[src/common/uart_msg_pkg.sv]
package uart_msg_pkg;

  // host command word
  localparam int unsigned cmd_width = 16;

  // high byte goes out first
  typedef struct packed {
    logic [cmd_width/2-1:0] hi;
    logic [cmd_width/2-1:0] lo;
  } cmd_t;

  // received byte and its parity check result
  typedef struct packed {
    logic       parity_err;
    logic [7:0] data;
  } rx_word_t;

endpackage

[src/common/uart_cfg_pkg.sv]
package uart_cfg_pkg;

  // system clock and line rate
  localparam int unsigned clk_freq  = 50_000_000;
  localparam int unsigned baud_rate = 115_200;

  // clock cycles per bit on the line
  localparam int unsigned bit_cycles = clk_freq / baud_rate;

  // offset from the start edge to the first mid-bit sample
  localparam int unsigned half_bit_cycles = bit_cycles / 2;

  // frame format: start, data, odd parity, stop
  localparam int unsigned data_bits  = 8;
  localparam int unsigned frame_bits = data_bits + 3;

  // counter widths
  localparam int unsigned bit_cnt_w  = $clog2(frame_bits + 1);
  localparam int unsigned baud_cnt_w = $clog2(bit_cycles);

endpackage
[src/hdl/uart_bridge.sv]
`timescale 1ns/10ps

module uart_bridge (
  input  logic                   clk,
  input  logic                   rst_n,
  input  uart_msg_pkg::cmd_t     cmd_in,
  input  logic                   cmd_vld,
  output logic                   cmd_rdy,
  output logic                   tx,
  input  logic                   rx,
  output uart_msg_pkg::rx_word_t read_data,
  output logic                   read_rdy
);

  import uart_cfg_pkg::*;

  logic [data_bits-1:0] tx_byte;
  logic                 tx_load;
  logic                 tx_done;

  cmd_splitter u_splitter (
    .clk     (clk),
    .rst_n   (rst_n),
    .cmd_in  (cmd_in),
    .cmd_vld (cmd_vld),
    .cmd_rdy (cmd_rdy),
    .tx_byte (tx_byte),
    .tx_load (tx_load),
    .tx_done (tx_done)
  );

  uart_tx u_tx (
    .clk     (clk),
    .rst_n   (rst_n),
    .tx_byte (tx_byte),
    .tx_load (tx_load),
    .tx_done (tx_done),
    .tx      (tx)
  );

  // receive side runs on its own
  uart_rx u_rx (
    .clk       (clk),
    .rst_n     (rst_n),
    .rx        (rx),
    .read_data (read_data),
    .read_rdy  (read_rdy)
  );

endmodule

[src/hdl/cmd_splitter.sv]
`timescale 1ns/10ps

module cmd_splitter (
  input  logic                              clk,
  input  logic                              rst_n,
  input  uart_msg_pkg::cmd_t                cmd_in,
  input  logic                              cmd_vld,
  output logic                              cmd_rdy,
  output logic [uart_cfg_pkg::data_bits-1:0] tx_byte,
  output logic                              tx_load,
  input  logic                              tx_done
);

  import uart_msg_pkg::*;

  typedef enum logic [1:0] {
    st_idle,
    st_hi,
    st_lo
  } split_state_t;

  split_state_t state;
  cmd_t         cmd_q;
  logic         accept;

  assign accept = cmd_vld & cmd_rdy;

  // held for both frames
  always_ff @(posedge clk) begin
    if (accept) begin
      cmd_q <= cmd_in;
    end
  end

  assign tx_byte = (state == st_lo) ? cmd_q.lo : cmd_q.hi;

  always_ff @(posedge clk or negedge rst_n) begin
    if (!rst_n) begin
      state   <= st_idle;
      cmd_rdy <= 1'b1;
      tx_load <= 1'b0;
    end else begin
      tx_load <= 1'b0;
      case (state)
        st_idle: begin
          if (accept) begin
            state   <= st_hi;
            cmd_rdy <= 1'b0;
            tx_load <= 1'b1;
          end
        end
        st_hi: begin
          // transmitter just went idle
          if (tx_done) begin
            state   <= st_lo;
            tx_load <= 1'b1;
          end
        end
        st_lo: begin
          if (tx_done) begin
            state   <= st_idle;
            cmd_rdy <= 1'b1;
          end
        end
        default: state <= st_idle;
      endcase
    end
  end

endmodule

[src/uart/uart_rx.sv]
`timescale 1ns/10ps

module uart_rx (
  input  logic                   clk,
  input  logic                   rst_n,
  input  logic                   rx,
  output uart_msg_pkg::rx_word_t read_data,
  output logic                   read_rdy
);

  import uart_cfg_pkg::*;

  typedef enum logic [1:0] {
    rx_idle,
    rx_start,
    rx_data,
    rx_stop
  } rx_state_t;

  rx_state_t             state;
  logic                  rx_meta;
  logic                  rx_s;
  logic                  rx_prev;
  logic [baud_cnt_w-1:0] baud_cnt;
  logic [bit_cnt_w-1:0]  bit_cnt;
  logic [data_bits:0]    shift_q;
  logic                  fall;
  logic                  half_hit;
  logic                  bit_hit;
  logic                  sample;

  assign fall     = rx_prev & ~rx_s;
  assign half_hit = (baud_cnt == baud_cnt_w'(half_bit_cycles - 1));
  assign bit_hit  = (baud_cnt == baud_cnt_w'(bit_cycles - 1));
  assign sample   = (state == rx_data) && bit_hit;

  // two-flop synchronizer plus edge history
  always_ff @(posedge clk or negedge rst_n) begin
    if (!rst_n) begin
      rx_meta <= 1'b1;
      rx_s    <= 1'b1;
      rx_prev <= 1'b1;
    end else begin
      rx_meta <= rx;
      rx_s    <= rx_meta;
      rx_prev <= rx_s;
    end
  end

  always_ff @(posedge clk or negedge rst_n) begin
    if (!rst_n) begin
      state    <= rx_idle;
      baud_cnt <= '0;
      bit_cnt  <= '0;
      read_rdy <= 1'b0;
    end else begin
      read_rdy <= 1'b0;
      case (state)
        rx_idle: begin
          if (fall) begin
            state    <= rx_start;
            // edge detect already cost one cycle
            baud_cnt <= baud_cnt_w'(1);
          end
        end
        rx_start: begin
          if (half_hit) begin
            baud_cnt <= '0;
            bit_cnt  <= '0;
            // line back high at mid-bit is a glitch
            state    <= rx_s ? rx_idle : rx_data;
          end else begin
            baud_cnt <= baud_cnt + 1'b1;
          end
        end
        rx_data: begin
          if (bit_hit) begin
            baud_cnt <= '0;
            if (bit_cnt == bit_cnt_w'(data_bits)) begin
              state <= rx_stop;
            end else begin
              bit_cnt <= bit_cnt + 1'b1;
            end
          end else begin
            baud_cnt <= baud_cnt + 1'b1;
          end
        end
        rx_stop: begin
          if (bit_hit) begin
            baud_cnt <= '0;
            read_rdy <= 1'b1;
            state    <= rx_idle;
          end else begin
            baud_cnt <= baud_cnt + 1'b1;
          end
        end
        default: state <= rx_idle;
      endcase
    end
  end

  // data lsb first, parity lands in the top bit
  always_ff @(posedge clk) begin
    if (sample) begin
      shift_q <= {rx_s, shift_q[data_bits:1]};
    end
    if ((state == rx_stop) && bit_hit) begin
      read_data.data       <= shift_q[data_bits-1:0];
      // even count of ones over data and parity
      read_data.parity_err <= ~^shift_q;
    end
  end

endmodule

[src/uart/uart_tx.sv]
`timescale 1ns/10ps

module uart_tx (
  input  logic                              clk,
  input  logic                              rst_n,
  input  logic [uart_cfg_pkg::data_bits-1:0] tx_byte,
  input  logic                              tx_load,
  output logic                              tx_done,
  output logic                              tx
);

  import uart_cfg_pkg::*;

  logic [frame_bits-1:0] shift_q;
  logic [baud_cnt_w-1:0] baud_cnt;
  logic [bit_cnt_w-1:0]  bit_cnt;
  logic                  busy;
  logic                  frame_end;
  logic                  baud_wrap;
  logic                  last_bit;

  assign baud_wrap = (baud_cnt == baud_cnt_w'(bit_cycles - 1));
  assign last_bit  = (bit_cnt == bit_cnt_w'(frame_bits - 1));

  // baud and bit counters
  always_ff @(posedge clk or negedge rst_n) begin
    if (!rst_n) begin
      busy      <= 1'b0;
      baud_cnt  <= '0;
      bit_cnt   <= '0;
      frame_end <= 1'b0;
      tx_done   <= 1'b0;
    end else begin
      frame_end <= 1'b0;
      // tx is one register behind the shifter, so is tx_done
      tx_done   <= frame_end;
      if (tx_load) begin
        busy     <= 1'b1;
        baud_cnt <= '0;
        bit_cnt  <= '0;
      end else if (busy) begin
        if (baud_wrap) begin
          baud_cnt <= '0;
          if (last_bit) begin
            busy      <= 1'b0;
            frame_end <= 1'b1;
          end else begin
            bit_cnt <= bit_cnt + 1'b1;
          end
        end else begin
          baud_cnt <= baud_cnt + 1'b1;
        end
      end
    end
  end

  // frame shifter, fills with ones so the line idles high
  always_ff @(posedge clk or negedge rst_n) begin
    if (!rst_n) begin
      shift_q <= '1;
      tx      <= 1'b1;
    end else begin
      if (tx_load) begin
        // stop, odd parity, data lsb first, start
        shift_q <= {1'b1, ~^tx_byte, tx_byte, 1'b0};
      end else if (busy && baud_wrap) begin
        shift_q <= {1'b1, shift_q[frame_bits-1:1]};
      end
      tx <= shift_q[0];
    end
  end

endmodule

[config.mk]
export PLATFORM = sky130hd
export DESIGN_NAME = uart_bridge
export DESIGN_NICKNAME = d
export VERILOG_FILES = /design/src/common/uart_msg_pkg.sv /design/src/common/uart_cfg_pkg.sv /design/src/hdl/uart_bridge.sv /design/src/hdl/cmd_splitter.sv /design/src/uart/uart_rx.sv /design/src/uart/uart_tx.sv
export SDC_FILE = /design/constraint.sdc
export NUM_CORES = 1
export LEC_CHECK = 0
export BUFFER_PORTS_ARGS = -buffer_cell sky130_fd_sc_hd__buf_2
export CAP_MARGIN = 40
export CORE_ASPECT_RATIO = 1.5
export CORE_MARGIN = 5
export CORE_UTILIZATION = 60
export CTS_BUF_LIST = sky130_fd_sc_hd__clkbuf_16
export DETAILED_ROUTE_END_ITERATION = 7
export GPL_ROUTABILITY_DRIVEN = 0
export PLACE_DENSITY = 0.8
export SLEW_MARGIN = 20
export SYNTH_ARGS = -nofsm -noshare
export SYNTH_HDL_FRONTEND = slang
export SYNTH_SLANG_ARGS = --single-unit
export TNS_END_PERCENT = 10
[constraint.sdc]
create_clock -name clk -period 6.47 [get_ports clk]
set_clock_uncertainty 0.05 [all_clocks]
set_input_delay 1.294 -clock clk [delete_from_list [all_inputs] [get_ports clk]]
set_output_delay 1.294 -clock clk [all_outputs]
set_load 0.03 [all_outputs]
==> flow_summary.json <==
{
  "synth_edf_count": 34,
  "firstDrtPassIters": 4,
  "area_occupied_by_registers_um2": 2290,
  "wl_mm": 6.75,
  "final.setup.tns_ns": 0,
  "yosys_warn_count": 0,
  "syn-mean-instance-area_um2": 11.8,
  "critical-path-max-stage-delay_ns": 0.55,
  "timing.final.crit_share_pct": 37.4,
  "clock_pin_slew_of_the_registers_on_the_worst_case_setup_and_hold_paths_ns": 0.06,
  "number_of_buffers_and_inverters_on_the_critical_path": 1,
  "die-area_um2": 8070,
  "setup.worst_path.class": "reg2out",
  "vias_per_cell": 5.60,
  "yosys-top-cells-area": "edfxtp_1 (27%), dfrtp_1 (23%), dfstp_2 (10%)",
  "die_width_um": 75.0,
  "pwr_density_cell_nw_per_um2": 283,
  "drc": 0,
  "max_freq_mhz": 413,
  "layout.cells.most_common_list": "dfrtp_1 (35), nand2_1 (34), edfxtp_1 (34)",
  "synth_top_cell_area_share_pct": 26.8,
  "critPathSlowestCell": "dfstp_2",
  "run_status": "completed",
  "cp.arrival_ns": 1.08,
  "clock_sink_count": 84,
  "footprint_of_the_multi_input_gates_um2": 1430,
  "critical_path.max_fanout": 4,
  "die_y_um": 108,
  "cts-buffers-inserted": 9,
  "max-slew-margin-rel_pct": 51.5,
  "io_buffers": 31,
  "dr_total_vias": 2465,
  "timing.final.setup_violations": 0,
  "rsz0062_at_grt": "false",
  "layout.cells.most_common": "dfrtp_1",
  "floorplan.io_pins": 32,
  "critPathLaunchType": "register",
  "static-leakage-power_uw": 0.00189,
  "synth_seq_cells": 84,
  "area.growth.synth_to_final_pct": 15.2,
  "holdBufCountCts": 0,
  "report.final.hold_viol_count": 0,
  "drt_initial_violations": 149,
  "via_count_of_the_first_global_routing_pass": 2533,
  "syn_inst": 324,
  "routedWlPerCell_um": 15.4,
  "antenna_found_initial": 0,
  "yosys_most_used_dff": "dfrtp_1",
  "ant_nets": 0,
  "fillers": 425,
  "clock_insertion_delay_worst_skew_ns": 0.33,
  "initial_core_util_pct": 61.7,
  "final_period_minus_worst_setup_slack_ns": 2.42,
  "max-clock-path-buffers": 2,
  "coreArea_um2": 6170,
  "grt_util_all_layers_pct": 18.8,
  "hpwlAfterDp_mm": 4.66,
  "stdcell_count": 440,
  "tritoncts": "built",
  "place_inst": 424,
  "hp-class": "reg2reg",
  "timing.critical_path.cells": "buf_2",
  "asyncSetResetFlopFracSynth_pct": 59.5,
  "synthDominantAreaCellType": "edfxtp_1",
  "cts_htree_levels": 3,
  "proportion_of_synthesized_chip_area_in_sequential_cells_pct": 60.2,
  "post_cts.repair.setup_buffers": 0,
  "largest_net_degree_at_the_start_of_global_routing": 30,
  "layout-drive-gt1-share_pct": 19.7,
  "maxCapViolCount": 0,
  "clock-root-buffer": "clkbuf_16",
  "cp-end-kind": "output port",
  "post_synthesis_cell_type_count": 46,
  "tightestPinTransition_ns": 0.724,
  "cp_data_required_time_ns": 5.13,
  "timing.critical_path.max_delay_family": "flip-flops",
  "grt_overflow_total": 0,
  "slew_viol_final": 0,
  "insertedDiodeCount": 0,
  "syn-num-nets": 353,
  "nNetsFinal": 390,
  "wire_length_of_the_first_global_routing_pass_mm": 11.5,
  "netlist_area_um2": 3810,
  "vdd_drop_max_mv": 0.193,
  "row_count": 35,
  "cts-resized-gates": 0
}
-- worst paths after layout --
| kind | from | endpoint | slack (ns) | cells after the start |
|---|---|---|---|---|
| worst max-delay path | u_splitter.cmd_rdy$_DFFE_PN1P_ | cmd_rdy | 4.05 | 1 |
| worst min-delay path | u_tx.frame_end$_DFF_PN0_ | u_tx.tx_done$_DFF_PN0_ | 0.31 | 0 |
| worst max register to register | u_rx.baud_cnt[1]$_DFFE_PN0P_ | u_rx.shift_q[2]$_DFFE_PP_ | 4.35 | 5 |
| worst min register to register | u_tx.frame_end$_DFF_PN0_ | u_tx.tx_done$_DFF_PN0_ | 0.31 | 0 |
| max in group asynchronous | rst_n | u_tx.shift_q[0]$_DFFE_PN1P_ | 4.90 | 2 |
| min in group asynchronous | rst_n | u_splitter.state[0]$_DFFE_PN0P_ | 0.87 | 1 |
-- flip-flops by register name, summed over array words and instances (netlist names), named ones only --
name / flops
u_rx.state: 1
u_rx.rx_prev: 1
u_tx.tx: 1
u_rx.shift_q: 9
u_splitter.state: 2
u_tx.baud_cnt: 9
u_splitter.cmd_q: 16
u_rx.baud_cnt: 9
u_rx.read_rdy: 1
u_splitter.cmd_rdy: 1
u_tx.tx_done: 1
u_tx.busy: 1
u_tx.frame_end: 1
u_rx.rx_meta: 1
u_rx.bit_cnt: 4
u_rx.rx_s: 1
u_tx.shift_q: 10
u_rx.read_data: 9
u_tx.bit_cnt: 4
u_splitter.tx_load: 1
-- kinds of logic (layout without fill, tap and decap cells) --
kind of cell,Yosys count,after routing,synth area share (%)
and+or+nand+nor,108,108,14.5
muxes,12,12,3.15
buffers and inverters,21,63,2.33
DFF,84,84,60.2
AOI/OAI and AO/OA,55,55,8.87
xor gates and xnor gates,35,35,8.05
adders and majority gates,9,9,2.96
-- synth_stat cells (2+ instances only) --
| library cell | count |
|---|---|
| dfrtp_1 | 35 |
| edfxtp_1 | 34 |
| o2111ai_1 | 2 |
| nor2_1 | 29 |
| xor2_1 | 6 |
| nand2_1 | 34 |
| nor3_1 | 5 |
| clkbuf_1 | 4 |
| mux2i_1 | 12 |
| nand3b_1 | 2 |
| nand2b_1 | 5 |
| xnor2_1 | 29 |
| o21ai_0 | 26 |
| o22ai_1 | 2 |
| or3_1 | 2 |
| a21oi_1 | 11 |
| dfstp_2 | 15 |
| nand3_1 | 8 |
| and4bb_1 | 2 |
| and3_1 | 5 |
| nand4_1 | 2 |
| a21o_1 | 4 |
| inv_1 | 13 |
| buf_2 | 2 |
| nor2b_1 | 2 |
| a2bb2oi_1 | 2 |
| ha_1 | 9 |
| nor3b_1 | 3 |
| and2_1 | 2 |
-- metrics by stage --
stage          total power, µW  cell area (µm²)  util (%)  setup slack, ns  hold slack [ns]
6_report                  1240             4390      71.1             4.05            0.306
5_1_grt                   1300             4390      71.1             4.01            0.311
4_1_cts                   1250             4390      71.1             4.04            0.307
3_5_place_dp               693             4060      65.7             4.03            0.293
3_3_place_gp               687             4020      65.1             4.11            0.285
2_1_floorplan              663             3810         -             4.24            0.281
-- where the power goes --
group | leakage, µW | switching, µW | total [µW] | internal [µW]
logic | 0.000816 | 41.1 | 77.6 | 36.6
registers | 0.000918 | 30.5 | 605 | 574
clock network | 0.000159 | 215 | 559 | 345
total | 0.00189 | 286 | 1240 | 956
-- metal layers --
metal  wire length (µm)  global-route usage [%]  up-vias
met5                  0                       0        -
met4                146                    7.76        0
met2               3560                    31.5       41
met1               2810                    23.1     1202
li1                   -                       -     1208
met3                232                    4.02       14
-- area by class of cell --
type	count	area share (%)
clock buffers	9	5.13
clock inverters	7	2.40
inverters	13	1.11
multi-input cells	219	32.5
flip-flops and latches	84	52.2
well taps	74	2.11
repair buffers	34	4.51
Power figures use the tool's default switching activity.
